==> src/hw/qla_consts.svh <==
// ----------------------------------------
// Address map, register offsets, DAC framing
// and serial clock divide for the amp core
// ----------------------------------------

`ifndef QLA_CONSTS_SVH
`define QLA_CONSTS_SVH

// Board geometry
`define QLA_NUM_CHAN        4       // Motor axes on the board

// ----------------------------------------
// Address map
// ----------------------------------------
// addr[15:12]  address space
// addr[7:4]    channel, 0 = board registers
// addr[3:0]    register offset within channel
`define ADDR_MAIN           4'd0    // Main register space

// Channel 0 board registers
`define REG_STATUS          4'd0    // Board id, amp enables
`define REG_DAC_UPDATE      4'd1    // Write triggers DAC refresh

// Per-axis offsets, channels 1..4
`define OFF_DAC_CTRL        4'd1    // Commanded current
`define OFF_MOTOR_STATUS    4'd12   // Amp disable and fault bits

// ----------------------------------------
// Quad DAC serial framing
// ----------------------------------------
// Frame is {cmd[3:0], addr[3:0], data[15:0]}, MSB first
`define DAC_CMD_WRITE_UPDATE 4'h3   // Write and update DAC n
`define DAC_FRAME_BITS      24      // Bits per chip select frame

// sysclk cycles per half period of dac_sclk
`define DAC_CLK_DIV         4

`endif

==> src/hw/qla_pkg.sv <==
// ----------------------------------------
// Shared types for the amp register core
// ----------------------------------------

package qla_pkg;

    // Bus word address, {space, -, channel, offset}
    typedef logic [15:0] reg_addr_t;

    // Bus data word
    typedef logic [31:0] reg_data_t;

    // Commanded current, straight DAC code
    typedef logic [15:0] cur_cmd_t;

    // Channel field of an address, also board id width
    typedef logic [3:0]  chan_idx_t;

    // DAC shifter states
    typedef enum logic [1:0] {
        DAC_IDLE   = 2'd0,  // Waiting for update request
        DAC_SELECT = 2'd1,  // Chip select low, first half bit
        DAC_SHIFT  = 2'd2,  // Clocking frame bits out
        DAC_GAP    = 2'd3   // Chip select high between frames
    } dac_state_t;

endpackage

==> src/hw/qla_bus_slave.sv <==
// ----------------------------------------
// Wishbone classic slave, board register
// decode and read data mux
// ----------------------------------------

`timescale 1ns/1ps
`include "qla_consts.svh"

module qla_bus_slave (
    input  logic                       sysclk,
    input  logic                       reset,
    // Wishbone classic slave
    input  logic                       wb_cyc,
    input  logic                       wb_stb,
    input  logic                       wb_we,
    input  qla_pkg::reg_addr_t         wb_adr,
    input  qla_pkg::reg_data_t         wb_dat_w,
    output qla_pkg::reg_data_t         wb_dat_r,
    output logic                       wb_ack,
    // Board state for reads
    input  qla_pkg::chan_idx_t         board_id,
    input  logic [`QLA_NUM_CHAN-1:0]   amp_disable_pin,   // Channel 1 in bit 0
    input  qla_pkg::cur_cmd_t          ch_cur_cmd1,
    input  qla_pkg::cur_cmd_t          ch_cur_cmd2,
    input  qla_pkg::cur_cmd_t          ch_cur_cmd3,
    input  qla_pkg::cur_cmd_t          ch_cur_cmd4,
    input  qla_pkg::reg_data_t         ch_status1,
    input  qla_pkg::reg_data_t         ch_status2,
    input  qla_pkg::reg_data_t         ch_status3,
    input  qla_pkg::reg_data_t         ch_status4,
    // Internal write bus
    output logic                       reg_wen,
    output qla_pkg::reg_addr_t         reg_waddr,
    output qla_pkg::reg_data_t         reg_wdata,
    output logic                       amp_cmd_wen,
    output logic                       dac_update_req
);
    import qla_pkg::*;

    logic       ack_q;
    logic       req_take;       // New request seen this cycle
    logic       adr_main;
    chan_idx_t  adr_chan;
    logic [3:0] adr_off;
    logic       brd_wr;         // Write to channel 0 registers
    cur_cmd_t   cur_sel;
    reg_data_t  stat_sel;
    reg_data_t  rd_word;
    reg_data_t  rd_q;

    assign adr_main = (wb_adr[15:12] == `ADDR_MAIN);
    assign adr_chan = wb_adr[7:4];
    assign adr_off  = wb_adr[3:0];

    // ack stays low for a cycle after each acknowledge
    assign req_take = wb_cyc & wb_stb & ~ack_q;
    assign brd_wr   = req_take & wb_we & adr_main & (adr_chan == 4'd0);

    // ----------------------------------------
    // Ack and write strobes
    // ----------------------------------------
    always_ff @(posedge sysclk) begin
        if (reset) begin
            ack_q          <= 1'b0;
            reg_wen        <= 1'b0;
            amp_cmd_wen    <= 1'b0;
            dac_update_req <= 1'b0;
        end else begin
            ack_q          <= req_take;
            reg_wen        <= req_take & wb_we;                 // High with ack
            amp_cmd_wen    <= brd_wr & (adr_off == `REG_STATUS);
            dac_update_req <= brd_wr & (adr_off == `REG_DAC_UPDATE);
        end
    end

    // Payload captured with the request
    always_ff @(posedge sysclk) begin
        if (req_take) begin
            reg_waddr <= wb_adr;
            reg_wdata <= wb_dat_w;
            rd_q      <= rd_word;       // Read word valid during ack
        end
    end

    // ----------------------------------------
    // Read data mux
    // ----------------------------------------
    always_comb begin
        case (adr_chan)
            4'd1: begin cur_sel = ch_cur_cmd1; stat_sel = ch_status1; end
            4'd2: begin cur_sel = ch_cur_cmd2; stat_sel = ch_status2; end
            4'd3: begin cur_sel = ch_cur_cmd3; stat_sel = ch_status3; end
            4'd4: begin cur_sel = ch_cur_cmd4; stat_sel = ch_status4; end
            default: begin
                cur_sel  = '0;          // No such axis
                stat_sel = '0;
            end
        endcase
    end

    always_comb begin
        rd_word = '0;                   // Unmapped reads return zero
        if (adr_main && adr_chan == 4'd0) begin
            if (adr_off == `REG_STATUS)
                rd_word = {4'd0, board_id, 20'd0, amp_disable_pin};
        end else if (adr_main) begin
            if (adr_off == `OFF_DAC_CTRL)
                rd_word = {16'd0, cur_sel};
            else if (adr_off == `OFF_MOTOR_STATUS)
                rd_word = stat_sel;
        end
    end

    assign wb_ack   = ack_q;
    assign wb_dat_r = rd_q;

endmodule

==> src/hw/motor_channel.sv <==
// ----------------------------------------
// One axis: commanded current, amp disable,
// fault latch and motor status word
// ----------------------------------------

`timescale 1ns/1ps
`include "qla_consts.svh"

module motor_channel #(
    parameter int CHANNEL = 1               // Axis number, 1..4
) (
    input  logic                sysclk,
    input  logic                reset,
    input  logic                reg_wen,
    input  qla_pkg::reg_addr_t  reg_waddr,
    input  qla_pkg::reg_data_t  reg_wdata,
    input  logic                amp_cmd_wen,  // Board status write
    input  logic                amp_fault_n,  // Amp fault pin, active low
    output qla_pkg::cur_cmd_t   cur_cmd,
    output logic                amp_disable_pin,
    output qla_pkg::reg_data_t  status
);
    import qla_pkg::*;

    // Bit positions in the board status write word
    localparam int MASK_BIT = 8 + CHANNEL - 1;
    localparam int EN_BIT   = CHANNEL - 1;

    logic       cmd_sel;        // Write hits this axis' current register
    logic       amp_sel;        // Board status write masks this axis
    logic [1:0] fault_sync;     // Two-flop synchroniser, [1] is stable
    logic       fault_now;
    logic       fault_latch;
    logic       host_disable;   // Disable requested by the host

    assign cmd_sel = reg_wen
                   && (reg_waddr[15:12] == `ADDR_MAIN)
                   && (reg_waddr[7:4] == chan_idx_t'(CHANNEL))
                   && (reg_waddr[3:0] == `OFF_DAC_CTRL);

    assign amp_sel   = amp_cmd_wen & reg_wdata[MASK_BIT];
    assign fault_now = ~fault_sync[1];

    // ----------------------------------------
    // Commanded current
    // ----------------------------------------
    always_ff @(posedge sysclk) begin
        if (reset)
            cur_cmd <= '0;
        else if (cmd_sel)
            cur_cmd <= reg_wdata[15:0];     // Low half is the DAC code
    end

    // ----------------------------------------
    // Fault sync, latch and enables
    // ----------------------------------------
    always_ff @(posedge sysclk) begin
        if (reset) begin
            fault_sync      <= 2'b11;       // Pin idles high
            fault_latch     <= 1'b0;
            host_disable    <= 1'b1;        // Amps start disabled
            amp_disable_pin <= 1'b1;
        end else begin
            fault_sync <= {fault_sync[0], amp_fault_n};
            // Live fault wins over a clearing enable
            if (fault_now)
                fault_latch <= 1'b1;
            else if (amp_sel && reg_wdata[EN_BIT])
                fault_latch <= 1'b0;
            if (amp_sel)
                host_disable <= ~reg_wdata[EN_BIT];
            amp_disable_pin <= host_disable | fault_latch;  // One cycle after latch
        end
    end

    // Bit 2 is the synchronised pin level, 0 while faulted
    assign status = {29'd0, fault_sync[1], fault_latch, amp_disable_pin};

endmodule

==> src/hw/dac_spi_ctrl.sv <==
// ----------------------------------------
// DAC update request latch and serial
// shifter for four quad DAC frames
// ----------------------------------------

`timescale 1ns/1ps
`include "qla_consts.svh"

module dac_spi_ctrl (
    input  logic               sysclk,
    input  logic               reset,
    input  logic               dac_update_req,  // One-cycle host request
    input  qla_pkg::cur_cmd_t  cur_cmd1,
    input  qla_pkg::cur_cmd_t  cur_cmd2,
    input  qla_pkg::cur_cmd_t  cur_cmd3,
    input  qla_pkg::cur_cmd_t  cur_cmd4,
    output logic               dac_busy,
    output logic               dac_sclk,
    output logic               dac_mosi,
    output logic               dac_csel
);
    import qla_pkg::*;

    localparam int DIV_W = $clog2(`DAC_CLK_DIV);

    dac_state_t                  state;
    logic                        pend;          // Request waiting for the shifter
    logic                        start;
    logic [DIV_W-1:0]            div_cnt;
    logic                        tick;          // Half period done
    logic [4:0]                  bit_cnt;       // Falling edges in this frame
    logic [1:0]                  frame_cnt;     // Frame index = channel - 1
    logic [`DAC_FRAME_BITS-1:0]  shreg;
    cur_cmd_t                    snap [1:3];    // Commands for frames two to four

    // Frame layout {cmd, addr, data}
    function automatic logic [`DAC_FRAME_BITS-1:0] make_frame(
        input logic [1:0] idx,
        input cur_cmd_t   cur
    );
        return {`DAC_CMD_WRITE_UPDATE, 2'b00, idx, cur};
    endfunction

    assign start    = (state == DAC_IDLE) & pend;
    assign tick     = (div_cnt == '0);
    assign dac_busy = (state != DAC_IDLE);
    assign dac_mosi = shreg[`DAC_FRAME_BITS-1];     // MSB first

    // ----------------------------------------
    // Shifter FSM
    // ----------------------------------------
    always_ff @(posedge sysclk) begin
        if (reset) begin
            state     <= DAC_IDLE;
            pend      <= 1'b0;
            div_cnt   <= '0;
            bit_cnt   <= '0;
            frame_cnt <= '0;
            dac_sclk  <= 1'b0;
            dac_csel  <= 1'b1;
        end else begin
            // Requests during busy merge into one
            if (dac_update_req)
                pend <= 1'b1;
            else if (start)
                pend <= 1'b0;
            if (state != DAC_IDLE)
                div_cnt <= tick ? DIV_W'(`DAC_CLK_DIV - 1) : div_cnt - 1'b1;
            case (state)
                DAC_IDLE: if (start) begin
                    frame_cnt <= 2'd0;
                    div_cnt   <= DIV_W'(`DAC_CLK_DIV - 1);
                    dac_csel  <= 1'b0;
                    state     <= DAC_SELECT;
                end
                DAC_SELECT: if (tick) begin     // First low half done
                    dac_sclk <= 1'b1;
                    bit_cnt  <= '0;
                    state    <= DAC_SHIFT;
                end
                DAC_SHIFT: if (tick) begin
                    dac_sclk <= ~dac_sclk;
                    if (dac_sclk) begin         // Falling edge launches next bit
                        if (bit_cnt == 5'(`DAC_FRAME_BITS - 1)) begin
                            dac_csel <= 1'b1;
                            state    <= DAC_GAP;
                        end else begin
                            bit_cnt <= bit_cnt + 1'b1;
                        end
                    end
                end
                DAC_GAP: if (tick) begin
                    if (frame_cnt == 2'd3) begin
                        state <= DAC_IDLE;      // Fourth frame out
                    end else begin
                        frame_cnt <= frame_cnt + 1'b1;
                        dac_csel  <= 1'b0;
                        state     <= DAC_SELECT;
                    end
                end
                default: state <= DAC_IDLE;
            endcase
        end
    end

    // Snapshot and shift register
    always_ff @(posedge sysclk) begin
        if (start) begin
            snap[1] <= cur_cmd2;
            snap[2] <= cur_cmd3;
            snap[3] <= cur_cmd4;
            shreg   <= make_frame(2'd0, cur_cmd1);
        end else if (state == DAC_SHIFT && tick && dac_sclk) begin
            shreg <= {shreg[`DAC_FRAME_BITS-2:0], 1'b0};
        end else if (state == DAC_GAP && tick && frame_cnt != 2'd3) begin
            shreg <= make_frame(frame_cnt + 1'b1, snap[frame_cnt + 1'b1]);
        end
    end

endmodule

==> src/hw/qla_core_top.sv <==
// ----------------------------------------
// Amp register core top level, wiring only
// ----------------------------------------

`timescale 1ns/1ps
`include "qla_consts.svh"

module qla_core_top (
    input  logic                      sysclk,
    input  logic                      reset,
    input  logic                      wb_cyc,
    input  logic                      wb_stb,
    input  logic                      wb_we,
    input  qla_pkg::reg_addr_t        wb_adr,
    input  qla_pkg::reg_data_t        wb_dat_w,
    input  qla_pkg::chan_idx_t        board_id,       // Rotary switch
    input  logic [`QLA_NUM_CHAN-1:0]  amp_fault_n,    // Channel 1 in bit 0
    output qla_pkg::reg_data_t        wb_dat_r,
    output logic                      wb_ack,
    output logic [`QLA_NUM_CHAN-1:0]  amp_disable_pin,
    output logic                      dac_sclk,
    output logic                      dac_mosi,
    output logic                      dac_csel,
    output logic                      dac_busy
);
    import qla_pkg::*;

    logic       reg_wen;
    reg_addr_t  reg_waddr;
    reg_data_t  reg_wdata;
    logic       amp_cmd_wen;
    logic       dac_update_req;
    cur_cmd_t   cur_cmd [1:`QLA_NUM_CHAN];      // Per-axis commanded current
    reg_data_t  mtr_status [1:`QLA_NUM_CHAN];

    // Host side
    qla_bus_slave u_bus (
        .sysclk(sysclk), .reset(reset),
        .wb_cyc(wb_cyc), .wb_stb(wb_stb), .wb_we(wb_we),
        .wb_adr(wb_adr), .wb_dat_w(wb_dat_w), .wb_dat_r(wb_dat_r), .wb_ack(wb_ack),
        .board_id(board_id), .amp_disable_pin(amp_disable_pin),
        .ch_cur_cmd1(cur_cmd[1]), .ch_cur_cmd2(cur_cmd[2]),
        .ch_cur_cmd3(cur_cmd[3]), .ch_cur_cmd4(cur_cmd[4]),
        .ch_status1(mtr_status[1]), .ch_status2(mtr_status[2]),
        .ch_status3(mtr_status[3]), .ch_status4(mtr_status[4]),
        .reg_wen(reg_wen), .reg_waddr(reg_waddr), .reg_wdata(reg_wdata),
        .amp_cmd_wen(amp_cmd_wen), .dac_update_req(dac_update_req)
    );

    // One channel per axis
    for (genvar k = 1; k <= `QLA_NUM_CHAN; k++) begin : g_chan
        motor_channel #(.CHANNEL(k)) u_chan (
            .sysclk(sysclk), .reset(reset),
            .reg_wen(reg_wen), .reg_waddr(reg_waddr), .reg_wdata(reg_wdata),
            .amp_cmd_wen(amp_cmd_wen), .amp_fault_n(amp_fault_n[k-1]),
            .cur_cmd(cur_cmd[k]), .amp_disable_pin(amp_disable_pin[k-1]),
            .status(mtr_status[k])
        );
    end

    // Quad DAC side
    dac_spi_ctrl u_dac (
        .sysclk(sysclk), .reset(reset), .dac_update_req(dac_update_req),
        .cur_cmd1(cur_cmd[1]), .cur_cmd2(cur_cmd[2]),
        .cur_cmd3(cur_cmd[3]), .cur_cmd4(cur_cmd[4]),
        .dac_busy(dac_busy), .dac_sclk(dac_sclk),
        .dac_mosi(dac_mosi), .dac_csel(dac_csel)
    );

endmodule

==> config.mk <==
export PLATFORM = sky130hd
export DESIGN_NAME = qla_core_top
export DESIGN_NICKNAME = d
export VERILOG_FILES = /design/src/hw/qla_pkg.sv /design/src/hw/qla_bus_slave.sv /design/src/hw/motor_channel.sv /design/src/hw/dac_spi_ctrl.sv /design/src/hw/qla_core_top.sv
export VERILOG_INCLUDE_DIRS = /design/src /design/src/hw
export SDC_FILE = /design/constraint.sdc
export NUM_CORES = 1
export LEC_CHECK = 0
export BUFFER_PORTS_ARGS = -buffer_cell sky130_fd_sc_hd__buf_2
export CAP_MARGIN = 20
export CORE_MARGIN = 4
export CORE_UTILIZATION = 61
export CTS_CLUSTER_SIZE = 8
export DETAILED_ROUTE_END_ITERATION = 16
export HOLD_SLACK_MARGIN = 0.02
export PLACE_DENSITY = 0.81
export RECOVER_POWER = 100
export SYNTH_ARGS = -nofsm -noshare
export SYNTH_HDL_FRONTEND = slang
export SYNTH_HIERARCHICAL = 1
export SYNTH_SLANG_ARGS = --single-unit
==> constraint.sdc <==
create_clock -name sysclk -period 5 [get_ports sysclk]
set_input_delay 0.5 -clock sysclk [delete_from_list [all_inputs] [get_ports sysclk]]
set_output_delay 0.5 -clock sysclk [all_outputs]
set_load 0.05 [all_outputs]
Yosys cells after proc, flatten, opt, wreduce, memory -nomap -nowiden --
Memories as Yosys holds them, arrays and structs flattened. Cells that the tools add are included. W data, S select, Z words.
Storage, ports and cells: flip-flop bits (word level) 190, latch bits 0, bits in writable memories 48, memory bits (read-only) 0, input bits 61, output and inout bits 41, word-level logic and storage cells 179, memories 1
Memory list:
- u_dac.snap | words 3, width 16, read ports 1, clocked after memory_dff 0, write ports 3, RTL line dac_spi_ctrl.sv:34 | cur_cmd_t snap [1:3];
Cells by class: add/subtract/negate cells 3, multiply operators 0, div/mod/pow operators 0, magnitude comparators 0, equal/unequal tests 29, shift operators 0, mux-type cells 52, bitwise operators 22, reduce and logical (&&, ||, !) cells 36
Operators with widths (count):
- $mux W32 | 3
- $pmux W16 S4 | 1
- $mux W24 | 2
- $mux W28 | 1
- $mux W2 | 13
- $mux W1 | 20
- $mux W5 | 4
- $logic_and A1 B1 Y1 | 18
- $eq A4 B1 Y1 const B | 4
- $eq A4 B2 Y1 const B | 4
- $logic_not A4 Y1 | 4
- $mux W16 | 1
- $ne A2 B2 Y1 const B | 7
- $and A1 B1 Y1 | 12
- $ne A2 B1 Y1 const B | 6
- $pmux W3 S4 | 1
- $pmux W5 S2 | 1
- $reduce_bool A2 Y1 | 5
- $eq A4 B3 Y1 const B | 2
- $pmux W2 S4 | 1
- $reduce_and A7 Y1 | 1
- $eq A2 B2 Y1 const B | 3
- $not A1 Y1 | 6
- $reduce_and A6 Y1 | 1
- 16 further kinds | 21

Depth between registers and ports, before layout --
depth after elaboration 6, mapped depth 8, gate-level depth less buffers 6

By module --
The synthesis kept the hierarchy.
By module, submodules not included:
- qla_bus_slave | instances 1, cells an instance 285, area each 3927.5 µm², seq. area each 2482.4 µm²
- dac_spi_ctrl | instances 1, cells an instance 294, area each 3676.0 µm², seq. area each 2362.3 µm²
- motor_channel (g_chan[1].u_chan ...) | instances 3, cells an instance 121, area each 1168.6 µm², seq. area each 420.4 µm²
- motor_channel (g_chan[3].u_chan) | instances 1, cells an instance 120, area each 1161.1 µm², seq. area each 420.4 µm²

Least setup slack after synthesis --
Ideal clock, no wire load.
path type input -> register, from input port wb_cyc, to register u_bus.reg_waddr[0], enable pin, library setup time 520 ps, arrival 3914 ps, data required time 4480 ps, path slack 566 ps, stages on the path 2, path buffers 0, cells stage by stage nand2_1 nor2_1
On the way: cells in the longest elaborated chain, start to end 2
Ends and longest elaborated chain:
- start: declaration | RTL line qla_core_top.sv:11 | input logic wb_cyc,
- $and A1 B1 Y1 (2 in a row) | RTL line qla_bus_slave.sv:56 | assign req_take = wb_cyc & wb_stb & ~ack_q;
- via u_bus.req_take | RTL line qla_bus_slave.sv:41 | logic req_take;
- end signal: assignment | RTL line qla_bus_slave.sv:79 | reg_waddr <= wb_adr;
- end: declaration | RTL line qla_bus_slave.sv:33 | output qla_pkg::reg_addr_t reg_waddr,
The timed path passes the listed nets, and every way through them passes these cells. A chain may end at the register's enable or synchronous reset.

Worst setup path in the final report --
from register u_bus.ack_q, in the netlist u_bus/wb_ack, to register u_bus.reg_wdata[14], enable pin
On the way: cells in the longest elaborated chain, start to end 2
Ends and longest elaborated chain:
- start: declaration | RTL line qla_bus_slave.sv:40 | logic ack_q;
- start signal: assignment | RTL line qla_bus_slave.sv:69 | ack_q <= req_take;
- $not A1 Y1 | RTL line qla_bus_slave.sv:56
- $and A1 B1 Y1 | RTL line qla_bus_slave.sv:56
- via u_bus.req_take | RTL line qla_bus_slave.sv:41
- end signal: assignment | RTL line qla_bus_slave.sv:80 | reg_wdata <= wb_dat_w;
- end: declaration | RTL line qla_bus_slave.sv:34 | output qla_pkg::reg_data_t reg_wdata,
The timed path passes the listed nets, and every way through them passes these cells.

==> impl_metrics.env <==
export IMPL_period_needed_ns=3.58
export IMPL_rr_startpoint="u_bus/wb_ack"
export IMPL_p_per_area_mw_per_mm2=369
export IMPL_cts_hold_repair_buffers=0
export IMPL_route_detailed_drc=0
export IMPL_worstPathRequired_ns=5.04
export IMPL_area_delta_synth_final_pct=6.75
export IMPL_clock_sinks=234
export IMPL_portBuffers=81
export IMPL_fin_skew_ns=0.0105
export IMPL_nets=1160
export IMPL_slew_headroom_pct=-101
export IMPL_grt_max_degree=140
export IMPL_post_cts_buffers=0
export IMPL_path_clk_slew_ns=0.05
export IMPL_core_mm2=0.0188
export IMPL_dr_pass1_iters=6
export IMPL_ir_drop_v=0.000270
export IMPL_ctsRootBufferMaster="clkbuf_16"
export IMPL_routabilityCongestion=0.767
export IMPL_status="finished, violations left"
export IMPL_rows=50
export IMPL_endpoint_kind="register"
export IMPL_synth_warnings=6
export IMPL_leakagePower_nw=4.29
export IMPL_fillerInstances=1422
export IMPL_cts_tree="done"
export IMPL_crit_chain="nor2_1 > clkbuf_1"
export IMPL_ant_nets=0
export IMPL_fin_tns_setup_ns=0
export IMPL_hold_viol_final=0
export IMPL_tightest_slew_ns=3.01
export IMPL_cp_max_fo=52
export IMPL_period_share_pct=71.5
export IMPL_start_util_pct=62.2
export IMPL_maxCapViolCount=9
export IMPL_violations="max-capacitance violations, max-slew violations"
export IMPL_cts_resized=0
export IMPL_vias=7818
export IMPL_synth_cells=1042
export IMPL_cp_arrival_ns=3.62
export IMPL_max_freq_mhz=280
export IMPL_crit_path_start="u_bus/wb_ack"
export IMPL_setup_violations=0
export IMPL_hold_path_class="in -> reg"
export IMPL_die_x_um=146
export IMPL_avgSynthCellArea_um2=11.2
export IMPL_final_area_mm2=0.0125
export IMPL_numCtsBuffers=35
export IMPL_rsz0062_at_grt="no"
export IMPL_dp_hpwl_mm=14.5
export IMPL_whs_ns=0.178
export IMPL_wl_per_cell_um=18.5
export IMPL_io_pins=102
export IMPL_antenna_found_initial=0
export IMPL_drtIter0Drc=846
export IMPL_dpl_cell_area_mm2=0.0116
export IMPL_cpPeakStageDelay_ns=2.17
export IMPL_clockBufferDepth=3
export IMPL_maxSlewViolCount=384
export IMPL_grt_pass1_vias=7644
export IMPL_grt_pass1_wl_mm=40.2
export IMPL_drive_gt1_share_pct=9.52
export IMPL_drt_total_wl_mm=24.9
export IMPL_grt_overflow_total=0
export IMPL_slowest_stage="clkbuf_1"
export IMPL_grtUsageTotal_pct=23.2
export IMPL_via_per_inst=5.80
export IMPL_diodes=0
export IMPL_die_y_um=146
export IMPL_h_tree_depth=2
export IMPL_critical_path_class="reg -> reg"
export IMPL_finalPower_mw=4.59
export IMPL_startpoint_type="register"
export IMPL_clk_latency_ns=0.50
export IMPL_die_area_mm2=0.0214
export IMPL_hp_start="wb_dat_w[0]"
export IMPL_netlist_area_mm2=0.0117
==> flip-flops by register name, indices dropped and copies added (netlist names), 4 cells and up <==
register and cells:
g_chan.u_chan/fault_latch 4, u_dac/bit_cnt 5, g_chan.u_chan/fault_sync 8, u_dac/shreg 24, g_chan.u_chan/amp_disable_pin 4, u_bus/wb_dat_r 32, g_chan.u_chan/host_disable 4, g_chan.u_chan/cur_cmd 64
u_dac/snap 48, u_bus/reg_wdata 16, u_bus/reg_waddr 12
==> final cells by class <==
cell class	instances	area (um^2)	share of cell area, %
flip-flops and latches	234	5930	47.6
multi-input cells	712	4750	38.2
clock buffers	56	955	7.66
repair buffers	97	454	3.65
well taps	234	293	2.35
inverters	11	41.3	0.331
clock inverters	4	35.0	0.281
==> placed cells by master, fill, tap and decap left out, types with 4 or more instances in the layout <==
| cell | n |
|---|---|
| dfxtp_1 | 110 |
| nand2b_1 | 128 |
| a22o_1 | 36 |
| buf_4 | 8 |
| mux2i_1 | 81 |
| o211ai_1 | 4 |
| o22ai_1 | 15 |
| inv_1 | 11 |
| or2_2 | 9 |
| a211oi_1 | 18 |
| conb_1 | 116 |
| buf_2 | 28 |
| nor2_1 | 39 |
| nand2_1 | 41 |
| clkbuf_1 | 80 |
| a22oi_1 | 29 |
| ha_1 | 8 |
| nand3_1 | 7 |
| or3_1 | 6 |
| o21ai_0 | 22 |
| a21oi_1 | 35 |
| nor4b_2 | 6 |
| edfxtp_1 | 124 |
| nand3b_1 | 4 |
| a21o_1 | 8 |
| a222oi_1 | 34 |
| clkbuf_16 | 35 |
==> where the power goes <==
group,switching (mW),internal [mW],total (mW)
clock,0.796,1.30,2.10
sequential,0.0411,2.08,2.12
combinational,0.250,0.122,0.372
==> path summary, 6_finish.rpt <==
| check | cells after the start | end | slack (ns) |
|---|---|---|---|
| worst max-delay path | 2 | u_bus/reg_wdata[14] | 1.42 |
| worst min register to register | 1 | g_chan[3].u_chan/fault_sync[1] | 0.42 |
| worst min-delay path | 1 | u_bus/reg_wdata[0] | 0.18 |
| worst max register to register | 2 | u_bus/reg_wdata[14] | 1.42 |
==> metal layers <==
| metal | vias up | wire [um] | track usage, % |
|---|---|---|---|
| met5 | - | 0 | 0 |
| met4 | 0 | 621 | 8.00 |
| met3 | 58 | 1550 | 3.88 |
| met2 | 269 | 12300 | 38.6 |
| met1 | 3797 | 10500 | 30.9 |
| li1 | 3694 | - | - |
==> critical path, delay by kind of cell, from the launching register on <==
family	cells	cell delay [ns]
AND/OR/NAND/NOR	1	0.58
flip-flops	1	0.31
buffers and inverters	1	2.17
==> per-stage QoR <==
| step | instances | setup slack [ns] | util [%] |
|---|---|---|---|
| floorplan | 1154 | 1.44 | - |
| global placement | 1286 | 2.28 | 61.6 |
| detailed placement | 1286 | 2.29 | 61.6 |
| CTS | 1346 | 2.26 | 66.9 |
| global route | 1348 | 1.09 | 66.4 |
| finish | 1348 | 1.42 | 66.4 |
Power figures use the tool's default switching activity.
